$ cat config.mk
export PLATFORM = sky130hd
export DESIGN_NAME = video_mmr
export DESIGN_NICKNAME = d
export VERILOG_FILES = /design/src/common/mmr_pkg.sv /design/src/design/video_mmr.sv /design/src/cpsb_regs/cpsb_regs.sv /design/src/cpsa_regs/cpsa_regs.sv /design/src/design/mmr_cfg_chain.sv
export SDC_FILE = /design/constraint.sdc
export NUM_CORES = 2
export LEC_CHECK = 0
export ABC_CLOCK_PERIOD_IN_PS = 51700
export BUFFER_PORTS_ARGS = -buffer_cell sky130_fd_sc_hd__buf_2
export CORE_ASPECT_RATIO = 1.1
export CORE_MARGIN = 4
export CORE_UTILIZATION = 34
export CTS_BUF_LIST = sky130_fd_sc_hd__clkbuf_8
export DETAILED_ROUTE_END_ITERATION = 8
export PLACE_DENSITY_LB_ADDON = 0.1
export SLEW_MARGIN = 30
export SYNTH_ARGS = -nofsm -noshare
export SYNTH_HDL_FRONTEND = slang
export SYNTH_SLANG_ARGS = --single-unit
$ cat constraint.sdc
create_clock -name clk -period 51.7 [get_ports clk]
set_input_delay 10.34 -clock clk [delete_from_list [all_inputs] [get_ports clk]]
set_output_delay 10.34 -clock clk [all_outputs]
set_load 0.005 [all_outputs]
$ cat src/common/mmr_pkg.sv
package mmr_pkg;

    localparam int CFG_BYTES = 24;          // configuration chain length in bytes

    // chain byte positions, address bytes hold a byte address
    localparam int CFG_ADDR_ID       = 0;
    localparam int CFG_ID            = 1;   // one nibble per read byte
    localparam int CFG_ADDR_MULT1    = 2;
    localparam int CFG_ADDR_MULT2    = 3;
    localparam int CFG_ADDR_RSLT0    = 4;
    localparam int CFG_ADDR_RSLT1    = 5;
    localparam int CFG_ADDR_LAYER    = 6;
    localparam int CFG_ADDR_PRIO0    = 7;
    localparam int CFG_ADDR_PRIO1    = 8;
    localparam int CFG_ADDR_PRIO2    = 9;
    localparam int CFG_ADDR_PRIO3    = 10;
    localparam int CFG_ADDR_IN2      = 11;
    localparam int CFG_ADDR_IN3      = 12;
    localparam int CFG_ADDR_PAL_PAGE = 13;
    localparam int CFG_MASK0         = 14;
    localparam int CFG_MASK1         = 15;
    localparam int CFG_MASK2         = 16;
    localparam int CFG_MASK3         = 17;
    localparam int CFG_GAME          = 18;
    localparam int CFG_BANK_OFS      = 19;  // two bytes, low first
    localparam int CFG_BANK_MASK     = 21;  // two bytes, low first
    localparam int CFG_FLAGS         = 23;

    // bits of the flags byte
    localparam int FLAG_CPU_SPEED  = 0;
    localparam int FLAG_SIX_BUTTON = 3;
    localparam int FLAG_CHARGER    = 4;
    localparam int FLAG_KABUKI     = 5;

    // fixed map of the video-control chip, word indexes
    localparam logic [4:0] CPSA_OBJ_BASE   = 5'h00;
    localparam logic [4:0] CPSA_VRAM1_BASE = 5'h01;
    localparam logic [4:0] CPSA_VRAM2_BASE = 5'h02;
    localparam logic [4:0] CPSA_VRAM3_BASE = 5'h03;
    localparam logic [4:0] CPSA_ROW_BASE   = 5'h04;
    localparam logic [4:0] CPSA_PAL_BASE   = 5'h05;
    localparam logic [4:0] CPSA_HPOS1      = 5'h06;
    localparam logic [4:0] CPSA_VPOS1      = 5'h07;
    localparam logic [4:0] CPSA_HPOS2      = 5'h08;
    localparam logic [4:0] CPSA_VPOS2      = 5'h09;
    localparam logic [4:0] CPSA_HPOS3      = 5'h0a;
    localparam logic [4:0] CPSA_VPOS3      = 5'h0b;
    localparam logic [4:0] CPSA_HSTAR1     = 5'h0c;
    localparam logic [4:0] CPSA_VSTAR1     = 5'h0d;
    localparam logic [4:0] CPSA_HSTAR2     = 5'h0e;
    localparam logic [4:0] CPSA_VSTAR2     = 5'h0f;
    localparam logic [4:0] CPSA_ROW_OFFSET = 5'h10;
    localparam logic [4:0] CPSA_PPU_CTRL   = 5'h11;

    localparam logic [4:0]  ADDR_DISABLED_HI = 5'h1f;  // mult and prio off
    localparam logic [4:0]  ADDR_DISABLED_LO = 5'h00;  // input ports off
    localparam logic [15:0] READ_IDLE        = 16'hffff;

    typedef struct packed {
        logic [1:0] rsvd;
        logic [1:0] order3;     // back-most layer
        logic [1:0] order2;
        logic [1:0] order1;
        logic [1:0] order0;     // front-most layer
        logic [5:0] enable;
    } layer_fields_t;

    typedef union packed {
        logic [15:0]   raw;     // cpu view
        layer_fields_t f;       // video view
    } layer_ctrl_u;

    localparam logic [15:0] LAYER_CTRL_RST = {2'b00, 2'd3, 2'd2, 2'd1, 2'd0, 6'd0};
    localparam logic [5:0]  PAL_PAGE_RST   = 6'h3f;

endpackage
$ cat src/design/video_mmr.sv
module video_mmr import mmr_pkg::*; (
    input  logic        clk,
    input  logic        reg_rst,
    input  logic        pxl_cen,
    input  logic        cfg_we,
    input  logic [7:0]  cfg_data,
    input  logic        ppu1_cs,
    input  logic        ppu2_cs,
    input  logic [4:0]  addr,
    input  logic [1:0]  dsn,
    input  logic [15:0] cpu_dout,
    output logic [15:0] mmr_dout,
    input  logic [3:0]  start_button,
    input  logic [3:0]  coin_input,
    input  logic [9:0]  joystick1,
    input  logic [9:0]  joystick2,
    input  logic [9:0]  joystick3,
    input  logic [9:0]  joystick4,
    output logic [15:0] vram_obj_base,
    output logic [15:0] vram1_base,
    output logic [15:0] vram2_base,
    output logic [15:0] vram3_base,
    output logic [15:0] vram_row_base,
    output logic [15:0] pal_base,
    output logic [15:0] hpos1,
    output logic [15:0] hpos2,
    output logic [15:0] hpos3,
    output logic [15:0] vpos1,
    output logic [15:0] vpos2,
    output logic [15:0] vpos3,
    output logic [15:0] hstar1,
    output logic [15:0] hstar2,
    output logic [15:0] vstar1,
    output logic [15:0] vstar2,
    output logic [15:0] row_offset,
    output logic [15:0] ppu_ctrl,
    output logic        pal_copy,
    output logic        obj_dma_ok,
    output layer_ctrl_u layer_ctrl,
    output logic [15:0] prio0,
    output logic [15:0] prio1,
    output logic [15:0] prio2,
    output logic [15:0] prio3,
    output logic [5:0]  pal_page_en,
    output logic [7:0]  layer_mask0,
    output logic [7:0]  layer_mask1,
    output logic [7:0]  layer_mask2,
    output logic [7:0]  layer_mask3,
    output logic [7:0]  game,
    output logic [15:0] bank_offset,
    output logic [15:0] bank_mask,
    output logic        cpu_speed,
    output logic        charger,
    output logic        kabuki_en
);

    // programmed map from the chain
    logic [4:0] addr_id;
    logic [4:0] addr_mult1;
    logic [4:0] addr_mult2;
    logic [4:0] addr_rslt0;
    logic [4:0] addr_rslt1;
    logic [4:0] addr_layer;
    logic [4:0] addr_prio0;
    logic [4:0] addr_prio1;
    logic [4:0] addr_prio2;
    logic [4:0] addr_prio3;
    logic [4:0] addr_in2;
    logic [4:0] addr_in3;
    logic [4:0] addr_pal_page;
    logic [7:0] cpsb_id;
    logic       six_button;

    mmr_cfg_chain u_cfg (
        .clk, .reg_rst, .cfg_we, .cfg_data,
        .addr_id, .addr_mult1, .addr_mult2, .addr_rslt0, .addr_rslt1, .addr_layer,
        .addr_prio0, .addr_prio1, .addr_prio2, .addr_prio3,
        .addr_in2, .addr_in3, .addr_pal_page, .cpsb_id,
        .layer_mask0, .layer_mask1, .layer_mask2, .layer_mask3,
        .game, .bank_offset, .bank_mask,
        .cpu_speed, .six_button, .charger, .kabuki_en
    );

    cpsa_regs u_cpsa (
        .clk, .reg_rst, .pxl_cen, .ppu1_cs, .addr, .dsn, .cpu_dout,
        .vram_obj_base, .vram1_base, .vram2_base, .vram3_base, .vram_row_base, .pal_base,
        .hpos1, .hpos2, .hpos3, .vpos1, .vpos2, .vpos3,
        .hstar1, .hstar2, .vstar1, .vstar2, .row_offset, .ppu_ctrl,
        .pal_copy, .obj_dma_ok
    );

    cpsb_regs u_cpsb (
        .clk, .reg_rst, .ppu2_cs, .addr, .dsn, .cpu_dout,
        .addr_id, .addr_mult1, .addr_mult2, .addr_rslt0, .addr_rslt1, .addr_layer,
        .addr_prio0, .addr_prio1, .addr_prio2, .addr_prio3,
        .addr_in2, .addr_in3, .addr_pal_page, .cpsb_id, .six_button,
        .start_button, .coin_input, .joystick1, .joystick2, .joystick3, .joystick4,
        .mmr_dout, .layer_ctrl, .prio0, .prio1, .prio2, .prio3, .pal_page_en
    );

endmodule

$ cat src/cpsb_regs/cpsb_regs.sv
module cpsb_regs import mmr_pkg::*; (
    input  logic        clk,
    input  logic        reg_rst,
    input  logic        ppu2_cs,
    input  logic [4:0]  addr,
    input  logic [1:0]  dsn,
    input  logic [15:0] cpu_dout,
    input  logic [4:0]  addr_id,
    input  logic [4:0]  addr_mult1,
    input  logic [4:0]  addr_mult2,
    input  logic [4:0]  addr_rslt0,
    input  logic [4:0]  addr_rslt1,
    input  logic [4:0]  addr_layer,
    input  logic [4:0]  addr_prio0,
    input  logic [4:0]  addr_prio1,
    input  logic [4:0]  addr_prio2,
    input  logic [4:0]  addr_prio3,
    input  logic [4:0]  addr_in2,
    input  logic [4:0]  addr_in3,
    input  logic [4:0]  addr_pal_page,
    input  logic [7:0]  cpsb_id,
    input  logic        six_button,
    input  logic [3:0]  start_button,
    input  logic [3:0]  coin_input,
    input  logic [9:0]  joystick1,
    input  logic [9:0]  joystick2,
    input  logic [9:0]  joystick3,
    input  logic [9:0]  joystick4,
    output logic [15:0] mmr_dout,
    output layer_ctrl_u layer_ctrl,
    output logic [15:0] prio0,
    output logic [15:0] prio1,
    output logic [15:0] prio2,
    output logic [15:0] prio3,
    output logic [5:0]  pal_page_en     // palette pages to copy
);

    logic [15:0] mult1;
    logic [15:0] mult2;
    logic [15:0] rslt0;
    logic [15:0] rslt1;
    logic [7:0]  in2;
    logic [7:0]  in3;
    logic [5:0]  lo_hit;    // id, mult1, mult2, rslt0, rslt1, layer
    logic [6:0]  hi_hit;    // prio0..3, pal page, in2, in3
    logic [15:0] lo_val;
    logic [15:0] hi_val;
    logic [15:0] rd_val;
    logic        wr_en;

    assign lo_hit = {
        addr == addr_layer,
        addr == addr_rslt1 && addr_rslt1 != ADDR_DISABLED_HI,
        addr == addr_rslt0 && addr_rslt0 != ADDR_DISABLED_HI,
        addr == addr_mult2 && addr_mult2 != ADDR_DISABLED_HI,
        addr == addr_mult1 && addr_mult1 != ADDR_DISABLED_HI,
        addr == addr_id
    };
    assign hi_hit = {
        addr == addr_in3 && addr_in3 != ADDR_DISABLED_LO,
        addr == addr_in2 && addr_in2 != ADDR_DISABLED_LO,
        addr == addr_pal_page,
        addr == addr_prio3 && addr_prio3 != ADDR_DISABLED_HI,
        addr == addr_prio2 && addr_prio2 != ADDR_DISABLED_HI,
        addr == addr_prio1 && addr_prio1 != ADDR_DISABLED_HI,
        addr == addr_prio0 && addr_prio0 != ADDR_DISABLED_HI
    };

    assign wr_en = ppu2_cs && dsn == 2'b00;

    always_comb begin
        lo_val = READ_IDLE;     // also covers a double match
        hi_val = READ_IDLE;
        case (lo_hit)
            6'b000001: lo_val = {4'd0, cpsb_id[7:4], 4'd0, cpsb_id[3:0]};
            6'b000010: lo_val = mult1;
            6'b000100: lo_val = mult2;
            6'b001000: lo_val = rslt0;
            6'b010000: lo_val = rslt1;
            6'b100000: lo_val = layer_ctrl.raw;
            default: ;
        endcase
        case (hi_hit)
            7'b0000001: hi_val = prio0;
            7'b0000010: hi_val = prio1;
            7'b0000100: hi_val = prio2;
            7'b0001000: hi_val = prio3;
            7'b0010000: hi_val = {10'd0, pal_page_en};
            7'b0100000: hi_val = {in2, in2};
            7'b1000000: hi_val = {in3, in3};
            default: ;
        endcase
        if (&addr)
            rd_val = READ_IDLE;
        else
            rd_val = $onehot(lo_hit) ? lo_val : hi_val;    // low group first
    end

    always_ff @(posedge clk or posedge reg_rst) begin
        if (reg_rst) begin
            mult1          <= '0;
            mult2          <= '0;
            prio0          <= '0;
            prio1          <= '0;
            prio2          <= '0;
            prio3          <= '0;
            layer_ctrl.raw <= LAYER_CTRL_RST;
            pal_page_en    <= PAL_PAGE_RST;
            mmr_dout       <= READ_IDLE;
        end else if (ppu2_cs) begin
            mmr_dout <= rd_val;
            if (wr_en) begin
                if (lo_hit[1]) mult1          <= cpu_dout;
                if (lo_hit[2]) mult2          <= cpu_dout;
                if (lo_hit[5]) layer_ctrl.raw <= cpu_dout;
                if (hi_hit[0]) prio0          <= cpu_dout;
                if (hi_hit[1]) prio1          <= cpu_dout;
                if (hi_hit[2]) prio2          <= cpu_dout;
                if (hi_hit[3]) prio3          <= cpu_dout;
                if (hi_hit[4]) pal_page_en    <= cpu_dout[5:0];
            end
        end
    end

    // product lands one cycle after the operands
    always_ff @(posedge clk or posedge reg_rst) begin
        if (reg_rst)
            {rslt1, rslt0} <= '0;
        else
            {rslt1, rslt0} <= 32'(mult1) * 32'(mult2);
    end

    // extra player inputs, sampled every cycle
    always_ff @(posedge clk or posedge reg_rst) begin
        if (reg_rst) begin
            in2 <= '0;
            in3 <= '0;
        end else begin
            in3 <= {start_button[3], coin_input[3], joystick4[5:0]};
            if (six_button)
                in2 <= {1'b1, joystick2[9:7], 1'b1, joystick1[9:7]};
            else
                in2 <= {start_button[2], coin_input[2], joystick3[5:0]};  // player 3
        end
    end

    a_dout_hold: assert property (@(posedge clk) disable iff (reg_rst)
        !ppu2_cs |=> $stable(mmr_dout));

endmodule

$ cat src/cpsa_regs/cpsa_regs.sv
module cpsa_regs import mmr_pkg::*; (
    input  logic        clk,
    input  logic        reg_rst,
    input  logic        pxl_cen,
    input  logic        ppu1_cs,
    input  logic [4:0]  addr,
    input  logic [1:0]  dsn,            // byte strobes, active low
    input  logic [15:0] cpu_dout,
    output logic [15:0] vram_obj_base,
    output logic [15:0] vram1_base,
    output logic [15:0] vram2_base,
    output logic [15:0] vram3_base,
    output logic [15:0] vram_row_base,
    output logic [15:0] pal_base,
    output logic [15:0] hpos1,
    output logic [15:0] hpos2,
    output logic [15:0] hpos3,
    output logic [15:0] vpos1,
    output logic [15:0] vpos2,
    output logic [15:0] vpos3,
    output logic [15:0] hstar1,
    output logic [15:0] hstar2,
    output logic [15:0] vstar1,
    output logic [15:0] vstar2,
    output logic [15:0] row_offset,
    output logic [15:0] ppu_ctrl,
    output logic        pal_copy,
    output logic        obj_dma_ok
);

    logic wr_en;
    logic release_en;
    logic pre_copy;     // palette copy armed
    logic pre_dma_ok;   // object table copy armed

    assign wr_en      = ppu1_cs && dsn == 2'b00;   // full words only
    assign release_en = !ppu1_cs && pxl_cen;

    always_ff @(posedge clk or posedge reg_rst) begin
        if (reg_rst) begin
            vram_obj_base <= '0;
            vram1_base    <= '0;
            vram2_base    <= '0;
            vram3_base    <= '0;
            vram_row_base <= '0;
            pal_base      <= '0;
            hpos1         <= '0;
            hpos2         <= '0;
            hpos3         <= '0;
            vpos1         <= '0;
            vpos2         <= '0;
            vpos3         <= '0;
            hstar1        <= '0;
            hstar2        <= '0;
            vstar1        <= '0;
            vstar2        <= '0;
            row_offset    <= '0;
            ppu_ctrl      <= '0;
            pal_copy      <= 1'b0;
            obj_dma_ok    <= 1'b0;
            pre_copy      <= 1'b0;
            pre_dma_ok    <= 1'b0;
        end else begin
            // the base registers settle while cs is high, so the copy waits for cs low
            if (release_en) begin
                pal_copy   <= pre_copy;
                pre_copy   <= 1'b0;
                obj_dma_ok <= pre_dma_ok;
                pre_dma_ok <= 1'b0;
            end
            if (wr_en) begin
                case (addr)
                    CPSA_OBJ_BASE: begin
                        vram_obj_base <= cpu_dout;
                        pre_dma_ok    <= 1'b1;
                    end
                    CPSA_VRAM1_BASE: vram1_base    <= cpu_dout;
                    CPSA_VRAM2_BASE: vram2_base    <= cpu_dout;
                    CPSA_VRAM3_BASE: vram3_base    <= cpu_dout;
                    CPSA_ROW_BASE:   vram_row_base <= cpu_dout;
                    CPSA_PAL_BASE: begin
                        pal_base <= cpu_dout;
                        pre_copy <= 1'b1;
                    end
                    CPSA_HPOS1:      hpos1      <= cpu_dout;
                    CPSA_VPOS1:      vpos1      <= cpu_dout;
                    CPSA_HPOS2:      hpos2      <= cpu_dout;
                    CPSA_VPOS2:      vpos2      <= cpu_dout;
                    CPSA_HPOS3:      hpos3      <= cpu_dout;
                    CPSA_VPOS3:      vpos3      <= cpu_dout;
                    CPSA_HSTAR1:     hstar1     <= cpu_dout;
                    CPSA_VSTAR1:     vstar1     <= cpu_dout;
                    CPSA_HSTAR2:     hstar2     <= cpu_dout;
                    CPSA_VSTAR2:     vstar2     <= cpu_dout;
                    CPSA_ROW_OFFSET: row_offset <= cpu_dout;
                    CPSA_PPU_CTRL:   ppu_ctrl   <= cpu_dout;
                    default: ;                  // unmapped index
                endcase
            end
        end
    end

    // strobes come only from an armed request released with cs low on a pixel enable
    a_pal_copy_rise: assert property (@(posedge clk) disable iff (reg_rst)
        $rose(pal_copy) |-> $past(pre_copy && !ppu1_cs && pxl_cen));
    a_obj_dma_rise: assert property (@(posedge clk) disable iff (reg_rst)
        $rose(obj_dma_ok) |-> $past(pre_dma_ok && !ppu1_cs && pxl_cen));

endmodule

$ cat src/design/mmr_cfg_chain.sv
module mmr_cfg_chain import mmr_pkg::*; (
    input  logic        clk,
    input  logic        reg_rst,
    input  logic        cfg_we,
    input  logic [7:0]  cfg_data,
    output logic [4:0]  addr_id,
    output logic [4:0]  addr_mult1,
    output logic [4:0]  addr_mult2,
    output logic [4:0]  addr_rslt0,
    output logic [4:0]  addr_rslt1,
    output logic [4:0]  addr_layer,
    output logic [4:0]  addr_prio0,
    output logic [4:0]  addr_prio1,
    output logic [4:0]  addr_prio2,
    output logic [4:0]  addr_prio3,
    output logic [4:0]  addr_in2,
    output logic [4:0]  addr_in3,
    output logic [4:0]  addr_pal_page,
    output logic [7:0]  cpsb_id,
    output logic [7:0]  layer_mask0,
    output logic [7:0]  layer_mask1,
    output logic [7:0]  layer_mask2,
    output logic [7:0]  layer_mask3,
    output logic [7:0]  game,
    output logic [15:0] bank_offset,
    output logic [15:0] bank_mask,
    output logic        cpu_speed,
    output logic        six_button,
    output logic        charger,
    output logic        kabuki_en
);

    logic [8*CFG_BYTES-1:0] chain;
    logic                   last_cfg_we;
    logic                   cfg_edge;
    logic [7:0]             flags;

    function automatic logic [7:0] cfg_byte(input int idx);
        return chain[8*idx +: 8];
    endfunction

    // byte address in the chain, word index sits in bits 5:1
    function automatic logic [4:0] cfg_addr(input int idx);
        return chain[8*idx+1 +: 5];
    endfunction

    // edge capture lets the loader run from a slower clock
    assign cfg_edge = cfg_we && !last_cfg_we;

    always_ff @(posedge clk or posedge reg_rst) begin
        if (reg_rst) begin
            chain       <= '0;
            last_cfg_we <= 1'b0;
        end else begin
            last_cfg_we <= cfg_we;
            if (cfg_edge)
                chain <= {cfg_data, chain[8*CFG_BYTES-1:8]};  // new byte on top
        end
    end

    assign addr_id       = cfg_addr(CFG_ADDR_ID);
    assign addr_mult1    = cfg_addr(CFG_ADDR_MULT1);
    assign addr_mult2    = cfg_addr(CFG_ADDR_MULT2);
    assign addr_rslt0    = cfg_addr(CFG_ADDR_RSLT0);
    assign addr_rslt1    = cfg_addr(CFG_ADDR_RSLT1);
    assign addr_layer    = cfg_addr(CFG_ADDR_LAYER);
    assign addr_prio0    = cfg_addr(CFG_ADDR_PRIO0);
    assign addr_prio1    = cfg_addr(CFG_ADDR_PRIO1);
    assign addr_prio2    = cfg_addr(CFG_ADDR_PRIO2);
    assign addr_prio3    = cfg_addr(CFG_ADDR_PRIO3);
    assign addr_in2      = cfg_addr(CFG_ADDR_IN2);
    assign addr_in3      = cfg_addr(CFG_ADDR_IN3);
    assign addr_pal_page = cfg_addr(CFG_ADDR_PAL_PAGE);
    assign cpsb_id       = cfg_byte(CFG_ID);
    assign layer_mask0   = cfg_byte(CFG_MASK0);
    assign layer_mask1   = cfg_byte(CFG_MASK1);
    assign layer_mask2   = cfg_byte(CFG_MASK2);
    assign layer_mask3   = cfg_byte(CFG_MASK3);

    // mapper and board fields
    assign game        = cfg_byte(CFG_GAME);
    assign bank_offset = {cfg_byte(CFG_BANK_OFS + 1), cfg_byte(CFG_BANK_OFS)};
    assign bank_mask   = {cfg_byte(CFG_BANK_MASK + 1), cfg_byte(CFG_BANK_MASK)};
    assign flags       = cfg_byte(CFG_FLAGS);
    assign cpu_speed   = flags[FLAG_CPU_SPEED];     // 0 slow cpu, 1 fast cpu
    assign six_button  = flags[FLAG_SIX_BUTTON];
    assign charger     = flags[FLAG_CHARGER];
    assign kabuki_en   = flags[FLAG_KABUKI];

    // a held cfg_we or a glitch-free idle line must never move the chain
    a_chain_hold: assert property (@(posedge clk) disable iff (reg_rst)
        !cfg_edge |=> $stable(chain));

endmodule

======== Yosys cells after proc, flatten, opt, wreduce, memory -nomap -nowiden ========
Index checks and enable logic that the tools add are counted.
operators by class
  add/subtract/negate cells ............... 5
  multiply operators ...................... 1
  divide/modulo/power cells ............... 0
  order comparisons ....................... 0
  eq/ne operators ......................... 52
  shifts and indexed selects .............. 0
  muxes and demuxes ....................... 11
  bitwise logic cells ..................... 0
  reduce and logical (&&, ||, !) cells .... 47
operators with widths
  operator              number
  $pmux W16 S7          1
  $pmux W16 S6          1
  $eq A5 B5 Y1          13
  $eq A5 B4 Y1 const B  8
  $ne A5 B5 Y1 const B  8
  $reduce_and A2 Y1     18
  $mul A16 B16 Y32      1
  $mux W16              2
  $reduce_and A3 Y1     8
  $eq A5 B3 Y1 const B  4
  $logic_and A1 B1 Y1   14
  $eq A5 B2 Y1 const B  2
  $eq A5 B5 Y1 const B  2
  $reduce_bool A5 Y1    2
  $mux W8               1
  $eq A7 B1 Y1 const B  1
  $eq A7 B2 Y1 const B  1
  $eq A7 B3 Y1 const B  1
  $eq A7 B4 Y1 const B  1
  $eq A7 B5 Y1 const B  1
  $eq A7 B6 Y1 const B  1
  $eq A7 B7 Y1 const B  1
  $add A1 B1 Y2         3
  $add A3 B3 Y3         2
  other kinds (13)      19
word-level totals
  flip-flop bits (word level) ............. 667
  latch bits .............................. 0
  bits in writable memories ............... 0
  bits in read-only memories .............. 0
  input bits .............................. 85
  output and inout bits ................... 467
  memories ................................ 0

======== Depth between registers and ports, before layout ========
  word-level depth ........................ 8
  mapped depth ............................ 23
  depth with buffers taken out ............ 22

======== By module ========
A second synthesis with hierarchy kept.
unflattened totals
  cells, all modules ...................... 2877
  area total of the unflattened synthesis .. 37143.1 um2
by module, submodules not included
  module         instances  cells an instance  area each (um2)
  cpsb_regs      1          1673               17463.0
  cpsa_regs      1          657                11084.4
  mmr_cfg_chain  1          547                8595.7

======== Least setup slack after synthesis ========
Ideal clock, no wire load.
  path type ............................... in2reg
  start ................................... input addr[3]
  end ..................................... register u_cpsb.mmr_dout[0]
  library setup time ...................... 0.092 ns
  arrival ................................. 13.378 ns
  required time ........................... 51.608 ns
  path slack .............................. 38.230 ns
  stages on the path ...................... 18
  buffers on the path ..................... 4
  path through ............................ buf_4 -> buf_6 -> clkbuf_1 -> xor2_1 -> nor4_1 -> nand2_1 -> inv_1 -> ha_1 -> inv_1 -> fa_1 -> inv_1 -> ha_1 -> xnor2_1 -> nor3b_1 -> nand3b_1 -> clkbuf_1 -> o22ai_1 -> a31oi_1
on the way
  word-level cells in the longest chain between the ends .. 8
  elaborated cells between the ends (all ways) .. 47
ends and longest elaborated chain
  item                                              RTL line                                           RTL
  start: declaration                                video_mmr.sv:9                                     input logic [4:0] addr,
  $eq A5 B5 Y1 (on tied branches)                   cpsb_regs.sv:56, cpsb_regs.sv:54, cpsb_regs.sv:55
  $logic_and A1 B1 Y1 (on tied branches)            cpsb_regs.sv:56, cpsb_regs.sv:54, cpsb_regs.sv:55
  $add A1 B1 Y2 (not written as such)               cpsb_regs.sv:96                                    rd_val = $onehot(lo_hit) ? lo_val : hi_val;
  $add A3 B3 Y3 (not written as such) (2 in a row)  cpsb_regs.sv:96
  $eq A3 B1 Y1                                      cpsb_regs.sv:96
  $mux W16                                          cpsb_regs.sv:96
  $mux W16 *                                        cpsb_regs.sv:93                                    if (&addr)
  end signal: assignment                            cpsb_regs.sv:111                                   mmr_dout <= rd_val;
  end: declaration                                  cpsb_regs.sv:29                                    output logic [15:0] mmr_dout,
Every way passes the cells marked *; elsewhere a longest branch is shown, timed or not.
A chain may end at the register's enable or synchronous reset.

======== Final worst setup path ========
  start ................................... input addr[4]
  end ..................................... register u_cpsb.mmr_dout[3]
The elaborated chain is that of the path after synthesis.

==> results.sh <==
export IMPL_cts_resized=0
export IMPL_syn_area_um2=35500
export IMPL_slew_viol_final=0
export IMPL_synth_most_common_cell="dfrtp_1"
export IMPL_nets=3628
export IMPL_routabilityCongestion=0.831
export IMPL_io_pins=552
export IMPL_rsz0062_at_grt="no"
export IMPL_cts_setup_buffers=0
export IMPL_hold_violations=0
export IMPL_clkSlewWorstSetupHoldPaths_ns=0.08
export IMPL_hp_class="flop to flop"
export IMPL_total_power_w=0.00144
export IMPL_hold_end="u_cfg.chain[46]$_DFFE_PP0P_"
export IMPL_vdd_drop_max_mv=0.0276
export IMPL_die_w_um=316
export IMPL_wl_per_cell_um=24.5
export IMPL_synth_cell_types=64
export IMPL_grtUsageTotal=0.210
export IMPL_hpwl_mm=83.5
export IMPL_die_h_um=347
export IMPL_dr_pass1_iters=6
export IMPL_via_per_inst=4.99
export IMPL_yosysSeqAreaShare=0.468
export IMPL_synthArstFlopShare=1.00
export IMPL_synth_nets=3196
export IMPL_regMostFlops="u_cfg.chain"
export IMPL_initial_core_util=0.342
export IMPL_r2r_slack_ns=44.75
export IMPL_synth_top_area_frac=0.449
export IMPL_cp_end_kind="flop"
export IMPL_fin_crit_ns=13.76
export IMPL_root_buffer="clkbuf_8"
export IMPL_timing_rr_start="u_cpsb.mult2[7]$_DFFE_PP0P_"
export IMPL_synthToLayoutAreaGrowth_pct=16.3
export IMPL_cp_start_kind="input port"
export IMPL_synth_enable_flop_cells=0
export IMPL_cp_top_family="compound AO/OA/AOI/OAI gates"
export IMPL_grt_overflow_total=0
export IMPL_holdCritStartpoint="u_cfg.chain[54]$_DFFE_PP0P_"
export IMPL_grt_antenna_before_repair=10
export IMPL_insertion_delay_ns=0.73
export IMPL_cellPowerDensity_nw_per_um2=34.8
export IMPL_row_count=124
export IMPL_synth_top_cells_by_area="dfrtp_1 (45%), mux2_2 (19%), fa_1 (11%), ha_1 (4.1%), inv_1 (2.5%)"
export IMPL_synth_commonest_cells="dfrtp_1 (638), mux2_2 (603), inv_1 (238), fa_1 (196), nand2_1 (192)"
export IMPL_worstHoldPathCells=1
export IMPL_fill_cells=10000
export IMPL_ys_seq_elements=664
export IMPL_worst_ep_required_time_ns=52.30
export IMPL_tns_ns=0
export IMPL_ant_nets=0
export IMPL_avgSynthCellArea_um2=12.7
export IMPL_slowest_delay_ns=0.57
export IMPL_setup_worst_path_class="input port to flop"
export IMPL_outcome="complete, no violations"
export IMPL_setup_ws_ns=37.94
export IMPL_yosysWarnings=0
export IMPL_final_seq_area_um2=16600
export IMPL_crit_slowest_cell="a221oi_2"
export IMPL_largest_reg_flops=189
export IMPL_max_slew_margin=0.356
export IMPL_grt_max_degree=174
export IMPL_worstPathMaxFanout=19
export IMPL_grt_pass1_vias=25600
export IMPL_r2r_cells=20
export IMPL_r2r_end="u_cpsb.rslt1[12]$_DFF_PP0_"
export IMPL_port_buffers=525
export IMPL_die_area_um2=110000
export IMPL_fmax_mhz=72.7
export IMPL_postCtsHoldBufs=0
export IMPL_route_vias_total=23500
export IMPL_post_route_period_util=0.266
export IMPL_drive_gt1_frac=0.418
export IMPL_setup_violations=0
export IMPL_synth_ff_type="dfrtp_1"
export IMPL_drtIter0Drc=1320
export IMPL_synthCells=2798
export IMPL_route_detailed_drc=0
export IMPL_drv_cap=0
export IMPL_arrival_ns=14.37
export IMPL_cts_buffers=109
export IMPL_worstPathCellList="buf_2 > xnor2_1 > nand3_1 > nor3_1 > inv_1 > ha_1 > inv_1 > fa_1 > ha_1 > xnor2_1 > nor3b_1 > nor2_1 > o221ai_4 > a221oi_2 > a31oi_1"
export IMPL_wl_mm=115
export IMPL_tightest_slew_ns=0.966
export IMPL_cts_tree="done"
export IMPL_coreArea_um2=104000
export IMPL_fin_skew_ns=0.0583
export IMPL_pre_cts_slack_ns=37.12
export IMPL_cts_sinks=664
export IMPL_leakage_nw=21.6
export IMPL_grt_pass1_wl_mm=173
export IMPL_crit_buf_inv=3
export IMPL_cts_htree_levels=3
export IMPL_multi_input_area_um2=16900
export IMPL_yosysTopAreaCell="dfrtp_1"
export IMPL_cts_path_max_buffers=3
[placed cells by master, fill, tap and decap left out, drive strengths merged, types with 3 or more instances in the layout]
master,count
xnor2,27
or2,5
nand3b,3
a21o,11
a221oi,8
mux2,603
nand2,192
nor3,11
a21oi,28
o22ai,17
nor2b,6
fa,196
dfrtp,638
a22oi,58
a21boi,3
xor2,56
o21bai,3
nor4,12
clkbuf,140
diode,7
ha,117
nand4,10
nor3b,7
a41oi,4
and3,12
nor2,31
buf,556
dfstp,26
o21a,4
o21ai,23
clkinv,4
nand3,33
a31oi,21
o211ai,3
inv,292
a222oi,10
a211oi,6
and2,123
[per-layer routing]
layer	vias to the layer above	wire length, um	global-route usage	share of wire
met3	154	8630	0.0623	0.075
met2	671	57200	0.358	0.50
met5	-	20	0	0.00017
met4	2	2770	0.0542	0.024
met1	12500	46900	0.261	0.41
li1	10200	-	-	-
[cell type report]
type	count	share of cell area
clock buffer	140	0.0466
clock inverter	60	0.00693
multi-input combinational	1661	0.408
antenna	7	0.000424
inverter	238	0.0218
sequential	664	0.403
timing repair buffer	556	0.0713
tap	1386	0.0420
[how the worst max path moves through the flow]
stage,slack [ns],startpoint,endpoint,depth (start not counted)
global placement,37.22,addr[4],u_cpsb.mmr_dout[7]$_DFFE_PP1P_,15
CTS,37.92,addr[4],u_cpsb.mmr_dout[7]$_DFFE_PP1P_,15
floorplan,22.79,reg_rst,u_cfg.chain[100]$_DFFE_PP0P_,1
finish,37.94,addr[4],u_cpsb.mmr_dout[3]$_DFFE_PP1P_,15
global route,37.76,addr[4],u_cpsb.mmr_dout[7]$_DFFE_PP1P_,15
detailed placement,37.12,addr[4],u_cpsb.mmr_dout[7]$_DFFE_PP1P_,15
[worst register-to-register path, stage by stage (launching register included)]
cell      delay [ns]
dfrtp_1         0.90
nand2_1         0.21
fa_1            0.56
inv_1           0.05
fa_1            0.50
inv_1           0.05
fa_1            0.54
inv_1           0.05
fa_1            0.47
fa_1            0.50
inv_1           0.06
fa_1            0.48
inv_1           0.04
ha_1            0.39
and3_1          0.22
o211ai_1        0.12
a21oi_1         0.16
o21ai_0         0.19
a211oi_1        0.46
o21ai_0         0.26
o311ai_0        0.53
[cell families (layout without fill, tap and decap cells)]
family	after synthesis	in the layout	share of synthesized area
flops	664	664	0.468
mux	603	603	0.191
buf+inv	473	994	0.0591
simple gates	452	452	0.0651
fa+ha+maj	313	313	0.152
compound gates	210	210	0.0444
xor+xnor	83	83	0.0204
other cells	0	7	0
[where the power goes]
group | switching (W) | internal (W) | leakage (nW) | total, W
clock network | 0.000220 | 0.000243 | 1.32 | 0.000463
registers | 0.0000767 | 0.000611 | 8.79 | 0.000688
logic | 0.000155 | 0.000132 | 11.5 | 0.000287
total | 0.000451 | 0.000986 | 21.6 | 0.00144
[through the flow]
step / instance area, um^2 / std cells / hold slack [ns] / util
after floorplan: 35500 / 2798 / 0.443 / -
after global placement: 39000 / 4502 / 0.459 / 0.375
after detailed placement: 39100 / 4504 / 0.473 / 0.376
after CTS: 41300 / 4704 / 0.452 / 0.398
after global routing: 41300 / 4708 / 0.480 / 0.398
final: 41300 / 4712 / 0.463 / 0.398
Power figures use the tool's default switching activity.
